File: config.mk
export PLATFORM = sky130hd
export DESIGN_NAME = credit_counter
export DESIGN_NICKNAME = d
export VERILOG_FILES = /design/src/credit_pkg.sv /design/src/credit_counter.sv /design/src/credit_tracker.sv /design/src/full_mask_gen.sv /design/src/grant_decoder.sv /design/src/one_hot_mux.sv
export VERILOG_INCLUDE_DIRS = /design/src
export SDC_FILE = /design/constraint.sdc
export NUM_CORES = 1
export LEC_CHECK = 0
export BUFFER_PORTS_ARGS = -buffer_cell sky130_fd_sc_hd__buf_2
export CORE_MARGIN = 8
export CORE_UTILIZATION = 26
export DETAILED_ROUTE_END_ITERATION = 7
export GPL_TIMING_DRIVEN = 0
export SETUP_SLACK_MARGIN = 0.5
export SKIP_CTS_REPAIR_TIMING = 1
export SYNTH_ARGS = -nofsm -noshare
export SYNTH_HDL_FRONTEND = slang
export SYNTH_SLANG_ARGS = --single-unit
File: constraint.sdc
create_clock -name clk -period 5.1 [get_ports clk]
set_input_delay 0.51 -clock clk [delete_from_list [all_inputs] [get_ports clk]]
set_output_delay 0.51 -clock clk [all_outputs]
set_load 0.02 [all_outputs]
File: src/credit_params.svh
//##############################
// router size for the credit block
// every port has the same VC count and
// every output VC the same buffer depth
// CC_NUM_PORT must be at least 2
// CC_BUF_DEPTH of 1 leaves a VC nearly full at once
//##############################

`ifndef CREDIT_PARAMS_SVH
`define CREDIT_PARAMS_SVH

// router ports P
`define CC_NUM_PORT 5

// VCs per port V
`define CC_NUM_VC 4

// flits of downstream buffer per output VC B
`define CC_BUF_DEPTH 4

`endif

File: src/credit_pkg.sv
//##############################
// vector and counter types of the credit block
// widths follow credit_params.svh
// other_* types leave out the source port
// and keep the remaining ports in ascending order
//##############################

`default_nettype none

`include "credit_params.svh"

package credit_pkg;

    // one bit per VC of a single port
    typedef logic [`CC_NUM_VC-1:0] vc_vec_t;

    // one-hot choice among the P-1 ports other than the source
    typedef logic [`CC_NUM_PORT-2:0] other_port_t;

    // V bits per other port, source port skipped
    typedef logic [`CC_NUM_VC*(`CC_NUM_PORT-1)-1:0] other_vc_t;

    // port p owns bits p*V to p*V+V-1
    typedef logic [`CC_NUM_PORT*`CC_NUM_VC-1:0] all_vc_t;

    // counts 0 to B inclusive
    typedef logic [$clog2(`CC_BUF_DEPTH+1)-1:0] credit_t;

endpackage

`default_nettype wire

File: src/credit_counter.sv
//##############################
// credit block of a VC router, top level
// P grant decoders, one tracker,
// one full mask per input VC
// grants, credits and allocations are
// one-cycle pulses, no back-pressure
//##############################

`timescale 1ns/1ns
`default_nettype none

`include "credit_params.svh"

module credit_counter (
    input  logic                    clk,
    input  logic                    reset,
    input  credit_pkg::all_vc_t     flit_is_tail_i,
    input  credit_pkg::all_vc_t     ovc_is_assigned_i,
    input  credit_pkg::all_vc_t     granted_ivc_i,
    input  credit_pkg::all_vc_t     ivc_getting_sw_grant_i,
    input  credit_pkg::all_vc_t     credit_in_i,
    input  credit_pkg::all_vc_t     ovc_allocated_i,
    input  credit_pkg::vc_vec_t     assigned_ovc_num_i [`CC_NUM_PORT*`CC_NUM_VC],
    input  credit_pkg::other_port_t granted_dest_port_i [`CC_NUM_PORT],
    input  credit_pkg::other_port_t dest_port_i [`CC_NUM_PORT*`CC_NUM_VC],
    output credit_pkg::all_vc_t     ovc_available_o,
    output credit_pkg::all_vc_t     assigned_ovc_not_full_o
);

    localparam int P  = `CC_NUM_PORT;
    localparam int V  = `CC_NUM_VC;
    localparam int PV = P * V;

    credit_pkg::other_vc_t dec_by_src [P]; // indexed by source port
    credit_pkg::other_vc_t rel_by_src [P];
    credit_pkg::all_vc_t   credit_decreased_all;
    credit_pkg::all_vc_t   ovc_released_all;
    credit_pkg::all_vc_t   full_all;
    credit_pkg::all_vc_t   nearly_full_all;
    credit_pkg::all_vc_t   assigned_ovc_is_full;

    for (genvar p = 0; p < P; p++) begin : g_port
        credit_pkg::vc_vec_t   port_ovc_num [V];
        credit_pkg::other_vc_t full_view;
        credit_pkg::other_vc_t nearly_full_view;
        credit_pkg::other_vc_t credit_in_view;

        always_comb begin
            for (int v = 0; v < V; v++) begin
                port_ovc_num[v] = assigned_ovc_num_i[p*V + v];
            end
            for (int q = 0; q < P - 1; q++) begin // skip own port
                full_view[q*V +: V]        = full_all[(q < p ? q : q + 1)*V +: V];
                nearly_full_view[q*V +: V] = nearly_full_all[(q < p ? q : q + 1)*V +: V];
                credit_in_view[q*V +: V]   = credit_in_i[(q < p ? q : q + 1)*V +: V];
            end
        end

        grant_decoder #(.PORT(p)) u_dec (
            .flit_is_tail_i      (flit_is_tail_i[p*V +: V]),
            .assigned_ovc_num_i  (port_ovc_num),
            .ovc_is_assigned_i   (ovc_is_assigned_i[p*V +: V]),
            .granted_dest_port_i (granted_dest_port_i[p]),
            .granted_ivc_i       (granted_ivc_i[p*V +: V]),
            .credit_decreased_o  (dec_by_src[p]),
            .ovc_released_o      (rel_by_src[p])
        );

        for (genvar v = 0; v < V; v++) begin : g_ivc
            full_mask_gen u_mask (
                .clk                    (clk),
                .reset                  (reset),
                .assigned_ovc_num_i     (assigned_ovc_num_i[p*V + v]),
                .dest_port_i            (dest_port_i[p*V + v]),
                .full_i                 (full_view),
                .nearly_full_i          (nearly_full_view),
                .credit_in_i            (credit_in_view),
                .ivc_getting_sw_grant_i (ivc_getting_sw_grant_i[p*V + v]),
                .assigned_ovc_is_full_o (assigned_ovc_is_full[p*V + v])
            );
        end
    end

    // gather decoder slots back into router-wide order
    always_comb begin
        int o;
        int q;
        credit_decreased_all = ovc_allocated_i; // header leaves on allocation
        ovc_released_all     = '0;
        for (int k = 0; k < PV; k++) begin
            o = k / V;
            for (int s = 0; s < P; s++) begin
                if (s != o) begin
                    q = (o < s) ? o : o - 1; // slot of port o seen from port s
                    credit_decreased_all[k] = credit_decreased_all[k] | dec_by_src[s][q*V + k%V];
                    ovc_released_all[k]     = ovc_released_all[k] | rel_by_src[s][q*V + k%V];
                end
            end
        end
    end

    credit_tracker u_tracker (
        .clk                (clk),
        .reset              (reset),
        .credit_in_i        (credit_in_i),
        .credit_decreased_i (credit_decreased_all),
        .ovc_released_i     (ovc_released_all),
        .ovc_allocated_i    (ovc_allocated_i),
        .full_o             (full_all),
        .nearly_full_o      (nearly_full_all),
        .ovc_available_o    (ovc_available_o)
    );

    assign assigned_ovc_not_full_o = ~assigned_ovc_is_full;

endmodule

`default_nettype wire

File: src/credit_tracker.sv
//##############################
// one credit counter per output VC
// flags are registered from the next count,
// so they match the counter right after the edge
// credit_in and decrement together cancel
// allocation wins over release in the same cycle
// overflow and underflow are errors and never clamped
//##############################

`timescale 1ns/1ns
`default_nettype none

`include "credit_params.svh"

module credit_tracker (
    input  logic                clk,
    input  logic                reset,
    input  credit_pkg::all_vc_t credit_in_i,
    input  credit_pkg::all_vc_t credit_decreased_i,
    input  credit_pkg::all_vc_t ovc_released_i,
    input  credit_pkg::all_vc_t ovc_allocated_i,
    output credit_pkg::all_vc_t full_o,
    output credit_pkg::all_vc_t nearly_full_o,
    output credit_pkg::all_vc_t ovc_available_o
);

    localparam int PV = `CC_NUM_PORT * `CC_NUM_VC;
    localparam credit_pkg::credit_t B_MAX = credit_pkg::credit_t'(`CC_BUF_DEPTH);

    credit_pkg::credit_t count_q [PV];
    credit_pkg::credit_t count_d [PV];
    credit_pkg::all_vc_t full_q;
    credit_pkg::all_vc_t nearly_full_q;
    credit_pkg::all_vc_t status_q; // 1 = output VC allocated

    always_comb begin
        for (int k = 0; k < PV; k++) begin
            count_d[k] = count_q[k];
            if (credit_in_i[k] && !credit_decreased_i[k]) begin
                count_d[k] = count_q[k] + 1'b1;
            end else if (!credit_in_i[k] && credit_decreased_i[k]) begin
                count_d[k] = count_q[k] - 1'b1;
            end
        end
    end

    always_ff @(posedge clk or posedge reset) begin
        if (reset) begin
            for (int k = 0; k < PV; k++) begin
                count_q[k] <= B_MAX; // downstream buffers start empty
            end
            full_q        <= '0;
            nearly_full_q <= '0;
            status_q      <= '0;
        end else begin
            for (int k = 0; k < PV; k++) begin
                count_q[k]       <= count_d[k];
                full_q[k]        <= (count_d[k] == '0);
                nearly_full_q[k] <= (count_d[k] <= credit_pkg::credit_t'(1));
                if (ovc_released_i[k]) begin
                    status_q[k] <= 1'b0;
                end
                if (ovc_allocated_i[k]) begin
                    status_q[k] <= 1'b1; // set after clear so allocation wins
                end
            end
        end
    end

    assign full_o        = full_q;
    assign nearly_full_o = nearly_full_q;

    // non-atomic reuse needs a free VC with room for two flits
    assign ovc_available_o = ~(status_q | nearly_full_q);

    // a returned credit must have been spent earlier, and a spent one must exist
    for (genvar k = 0; k < PV; k++) begin : g_chk
        a_no_overflow : assert property (@(posedge clk) disable iff (reset)
            !(credit_in_i[k] && !credit_decreased_i[k] && count_q[k] == B_MAX))
            else $error("credit_tracker: credit returned to full VC %0d", k);

        a_no_underflow : assert property (@(posedge clk) disable iff (reset)
            !(credit_decreased_i[k] && !credit_in_i[k] && count_q[k] == '0))
            else $error("credit_tracker: flit sent to VC %0d with no credit", k);
    end

endmodule

`default_nettype wire

File: src/full_mask_gen.sv
//##############################
// per input VC flag that its assigned
// output VC cannot take another flit
// registered, so it lags the flags by one cycle
// a credit arriving this cycle clears the flag
//##############################

`timescale 1ns/1ns
`default_nettype none

`include "credit_params.svh"

module full_mask_gen (
    input  logic                    clk,
    input  logic                    reset,
    input  credit_pkg::vc_vec_t     assigned_ovc_num_i,
    input  credit_pkg::other_port_t dest_port_i,
    input  credit_pkg::other_vc_t   full_i,
    input  credit_pkg::other_vc_t   nearly_full_i,
    input  credit_pkg::other_vc_t   credit_in_i,
    input  logic                    ivc_getting_sw_grant_i,
    output logic                    assigned_ovc_is_full_o
);

    localparam int V  = `CC_NUM_VC;
    localparam int P1 = `CC_NUM_PORT - 1;

    credit_pkg::other_vc_t full_masked;
    credit_pkg::other_vc_t nearly_full_masked;
    credit_pkg::vc_vec_t   full_by_port [P1];
    credit_pkg::vc_vec_t   nearly_full_by_port [P1];
    credit_pkg::vc_vec_t   full_dest;
    credit_pkg::vc_vec_t   nearly_full_dest;
    logic                  full_bits [V];
    logic                  nearly_full_bits [V];
    logic                  full_sel;
    logic                  nearly_full_sel;
    logic                  full_q;
    logic                  last_credit_q; // last credit spent by our own grant

    assign full_masked        = full_i & ~credit_in_i;
    assign nearly_full_masked = nearly_full_i & ~credit_in_i;

    always_comb begin
        for (int q = 0; q < P1; q++) begin
            full_by_port[q]        = full_masked[q*V +: V];
            nearly_full_by_port[q] = nearly_full_masked[q*V +: V];
        end
        for (int v = 0; v < V; v++) begin
            full_bits[v]        = full_dest[v];
            nearly_full_bits[v] = nearly_full_dest[v];
        end
    end

    one_hot_mux #(.payload_t(credit_pkg::vc_vec_t), .N(P1)) u_full_port_mux (
        .mux_in_i (full_by_port), .sel_i (dest_port_i), .mux_out_o (full_dest)
    );

    one_hot_mux #(.payload_t(credit_pkg::vc_vec_t), .N(P1)) u_nfull_port_mux (
        .mux_in_i (nearly_full_by_port), .sel_i (dest_port_i), .mux_out_o (nearly_full_dest)
    );

    one_hot_mux #(.payload_t(logic), .N(V)) u_full_vc_mux (
        .mux_in_i (full_bits), .sel_i (assigned_ovc_num_i), .mux_out_o (full_sel)
    );

    one_hot_mux #(.payload_t(logic), .N(V)) u_nfull_vc_mux (
        .mux_in_i (nearly_full_bits), .sel_i (assigned_ovc_num_i), .mux_out_o (nearly_full_sel)
    );

    always_ff @(posedge clk or posedge reset) begin
        if (reset) begin
            full_q        <= 1'b0;
            last_credit_q <= 1'b0;
        end else begin
            full_q        <= full_sel;
            last_credit_q <= nearly_full_sel & ivc_getting_sw_grant_i;
        end
    end

    assign assigned_ovc_is_full_o = full_q | last_credit_q;

endmodule

`default_nettype wire

File: src/grant_decoder.sv
//##############################
// decodes one input port's switch grant
// into credit decrement and VC release pulses
// outputs are combinational, one cycle wide
// a grant to an unassigned input VC is dropped
//##############################

`timescale 1ns/1ns
`default_nettype none

`include "credit_params.svh"

module grant_decoder #(
    parameter int PORT = 0
) (
    input  credit_pkg::vc_vec_t     flit_is_tail_i,
    input  credit_pkg::vc_vec_t     assigned_ovc_num_i [`CC_NUM_VC],
    input  credit_pkg::vc_vec_t     ovc_is_assigned_i,
    input  credit_pkg::other_port_t granted_dest_port_i,
    input  credit_pkg::vc_vec_t     granted_ivc_i,
    output credit_pkg::other_vc_t   credit_decreased_o,
    output credit_pkg::other_vc_t   ovc_released_o
);

    localparam int V = `CC_NUM_VC;
    localparam int P = `CC_NUM_PORT;

    credit_pkg::vc_vec_t ovc_num_masked [V];
    logic                tail_bits [V];
    credit_pkg::vc_vec_t granted_ovc;
    logic                granted_tail;

    always_comb begin
        for (int v = 0; v < V; v++) begin
            ovc_num_masked[v] = ovc_is_assigned_i[v] ? assigned_ovc_num_i[v] : '0;
            tail_bits[v]      = flit_is_tail_i[v];
        end
    end

    // output VC held by the granted input VC
    one_hot_mux #(
        .payload_t (credit_pkg::vc_vec_t),
        .N         (V)
    ) u_ovc_mux (
        .mux_in_i  (ovc_num_masked),
        .sel_i     (granted_ivc_i),
        .mux_out_o (granted_ovc)
    );

    // is the leaving flit a tail
    one_hot_mux #(
        .payload_t (logic),
        .N         (V)
    ) u_tail_mux (
        .mux_in_i  (tail_bits),
        .sel_i     (granted_ivc_i),
        .mux_out_o (granted_tail)
    );

    // place the VC number in the slot of the destination port
    always_comb begin
        credit_decreased_o = '0;
        for (int q = 0; q < P - 1; q++) begin
            if (granted_dest_port_i[q]) begin
                credit_decreased_o[q*V +: V] = granted_ovc;
            end
        end
    end

    assign ovc_released_o = granted_tail ? credit_decreased_o : '0; // tail frees the VC

    // the VC allocator must have assigned an output VC before the switch grant
    always_comb begin
        assert ((granted_ivc_i & ~ovc_is_assigned_i) == '0)
            else $error("grant_decoder port %0d: grant %b hits unassigned VC (assigned %b)",
                        PORT, granted_ivc_i, ovc_is_assigned_i);
    end

endmodule

`default_nettype wire

File: src/one_hot_mux.sv
//##############################
// AND-OR mux with a one-hot select
// an all-zero select gives an all-zero output
// payload_t must be a packed type
//##############################

`timescale 1ns/1ns
`default_nettype none

module one_hot_mux #(
    parameter type payload_t = logic,
    parameter int  N         = 4
) (
    input  payload_t       mux_in_i [N],
    input  logic [N-1:0]   sel_i,
    output payload_t       mux_out_o
);

    always_comb begin
        mux_out_o = '0;
        for (int n = 0; n < N; n++) begin
            if (sel_i[n]) begin
                mux_out_o = payload_t'(mux_out_o | mux_in_i[n]); // selected lanes ORed
            end
        end
    end

    // two set bits would merge two payloads into garbage
    always_comb begin
        assert ($onehot0(sel_i))
            else $error("one_hot_mux: select %b is not one-hot", sel_i);
    end

endmodule

`default_nettype wire

==> flow_summary.json <==
{
  "async_reset_ff_share_pct": 100,
  "synth_common_cells": "a22oi_1, nand2_1, dfrtp_1, clkbuf_1, nand3_1",
  "io_pins": 342,
  "fin_crit_sh_pct": 53.4,
  "syn2layout_area_growth_pct": 20.1,
  "htree_levels": 4,
  "critPathMaxStageDelay_ns": 0.78,
  "synth.yosys.seq_area_share_pct": 27.5,
  "cp_slowest_cell": "clkbuf_1",
  "synth_area_leaders": "dfrtp_1, a22oi_1, nand2_1",
  "hp-class": "in2async",
  "grt.total_usage_pct": 25.2,
  "core_um2": 56100,
  "ir_worst_vdd_mv": 0.206,
  "dieArea_um2": 64200,
  "finalCriticalPeriod_ns": 2.72,
  "synth_cell_types": 63,
  "critPathLaunch": "u_tracker.nearly_full_o[3]",
  "pre_cts_slack_ns": 2.09,
  "clock-sinks": 160,
  "synthesis.nets": 2184,
  "maxSlewHeadroom_pct": 31.6,
  "synth_most_common_cell": "a22oi_1",
  "overflow": 0,
  "root_buffer": "clkbuf_16",
  "netlist_area_um2": 14700,
  "drc": 0,
  "antenna_found_initial": 38,
  "clk_pin_slew_worst_paths_ns": 0.08,
  "clk_latency_ns": 0.46,
  "critPathRequiredTime_ns": 5.45,
  "cp_max_fo": 10,
  "fin_ws_ns": 2.38,
  "crit_type": "reg2reg",
  "grt_pass1_wl_um": 118000,
  "drv_cap": 0,
  "final-hold-violation-count": 0,
  "cp.arrival_ns": 3.07,
  "synth-main-ff-cell": "dfrtp_1",
  "r2r_slack_ns": 2.38,
  "reg2reg_from": "u_tracker.nearly_full_o[3]",
  "via_per_inst": 6.15,
  "wl_um": 84800,
  "crit_chain": "nor2b_1 -> clkbuf_1 -> clkbuf_1 -> a22oi_1 -> nand2_1 -> a22oi_1 -> a21boi_0",
  "rsz0062_at_grt": "no",
  "hold_slack_ns": 0.152,
  "syn_inst": 1842,
  "die_w_um": 253,
  "grt_pass1_vias": 17100,
  "synth_top_area_share_pct": 23.9,
  "slew_violations": 0,
  "initial_core_util_pct": 26.1,
  "setup_viol": 0,
  "synth_top_area_cell": "dfrtp_1",
  "vias": 17900,
  "max_clock_freq_mhz": 367,
  "rows": 87,
  "placed_cell_area_um2": 16900,
  "grt_max_degree": 42,
  "drtPass1Iterations": 7,
  "synth-edff-count": 0,
  "p_per_area_nw_per_um2": 456,
  "wl_per_cell_um": 29.2,
  "skew_ns": 0.0132,
  "stdcell_area_um2": 17600,
  "yosysWarnings": 0,
  "worstMarginPinSlew_ns": 1.03,
  "tns_ns": 0,
  "critPathCaptureType": "flip-flop",
  "yosys_register_bits": 160,
  "port_buffers": 244,
  "p_leak_nw": 7.54,
  "cts_tree": "yes",
  "fp.dieH_um": 253,
  "fin_nets": 2451,
  "ant_nets": 0,
  "clockBufferDepth": 2,
  "initialDrtViolationCount": 3161,
  "cp-start-kind": "flip-flop",
  "status": "finished, final reports clean",
  "globalplace.congestion": 1.06,
  "numCtsBuffers": 17,
  "avgSynthCellArea_um2": 7.96,
  "drive_above_1_share_pct": 17.0,
  "dp_hpwl_um": 68000
}
[sequential cells by signal, summed over array words and instances (netlist names)]
signal,cells
u_tracker.count_q,60
g_port.g_ivc.u_mask.full_q,20
g_port.g_ivc.u_mask.last_credit_q,20
u_tracker.full_o,20
u_tracker.nearly_full_o,20
u_tracker.status_q,20
[worst max-delay path, delay by kind of cell, from the launching register on]
family	cells	cell delay (ns)
simple gates	2	0.42
buf+inv	2	1.37
compound gates	3	0.48
flops	1	0.34
[path summary, 6_finish.rpt]
check | end | cells past startpoint
setup reg to reg | g_port[4].g_ivc[2].u_mask.last_credit_q | 7
hold reg to reg | u_tracker.status_q[17] | 1
setup / recovery | g_port[4].g_ivc[2].u_mask.last_credit_q | 7
max in group asynchronous | u_tracker.count_q[26] | 5
hold / removal | u_tracker.count_q[0] | 2
min in group clk | u_tracker.status_q[13] | 2
[cell usage in the layout (no fill, tap or decap), types with 19 or more instances in the layout]
master,synthesis,final
a21boi_0,25,25
a21oi_1,28,28
a221oi_1,27,27
a22oi_1,420,420
a41oi_1,40,40
and2_1,19,19
buf_1,27,27
buf_2,1,245
clkbuf_1,136,136
dfrtp_1,140,140
dfstp_2,20,20
diode_2,0,28
ha_1,40,40
inv_1,82,81
nand2_1,238,238
nand2b_1,25,25
nand3_1,128,128
nor2_1,65,65
nor2b_1,52,52
nor3_1,20,20
o21ai_0,32,32
xnor2_1,41,41
[where the power goes]
group / leakage (nW) / switching (mW) / internal, mW / total, mW
Sequential: 1.94 / 0.308 / 1.83 / 2.14
Combinational: 5.28 / 2.79 / 1.66 / 4.45
Clock: 0.310 / 0.604 / 0.827 / 1.43
[layer usage]
layer  global-route usage (%)  wire length [um]  part of all wire (%)  vias to the layer above
met5                        0               208                  0.25                        -
met4                     14.7              5350                   6.3                       30
met3                     8.91             11400                    13                      305
met2                     39.0             37200                    44                     1335
met1                     29.9             30600                    36                     8572
li1                         -                 -                     -                     7616
[logic make-up (layout without fill, tap and decap cells)]
family	Yosys count	after routing	share of synthesized area (%)
AOI/OAI and AO/OA	701	701	37.0
and+or+nand+nor	602	602	19.7
buffers and inverters	262	542	6.90
DFF	160	160	27.5
xor gates and xnor gates	56	56	3.35
adders and majority gates	40	40	3.41
muxes	21	21	2.15
other	0	28	0
[through the flow]
stage / cells / utilization, % / total power [mW]
finish: 2906 / 31.4 / 8.02
global route: 2892 / 31.4 / 8.47
CTS: 2878 / 31.3 / 7.92
detailed placement: 2846 / 30.2 / 6.46
global placement: 2842 / 30.0 / 6.31
floorplan: 1842 / - / 5.01
[layout make-up]
cell class,count,area (um2)
Sequential cell,160,4030
Inverter,82,312
Clock buffer,21,480
Clock inverter,11,151
Timing Repair Buffer,248,1300
Fill cell,6047,38400
Multi-Input combinational cell,1420,9620
Antenna cell,28,70.1
Tap cell,756,946
Buffer,180,703
No activity file was read; power rests on OpenSTA's default activity.
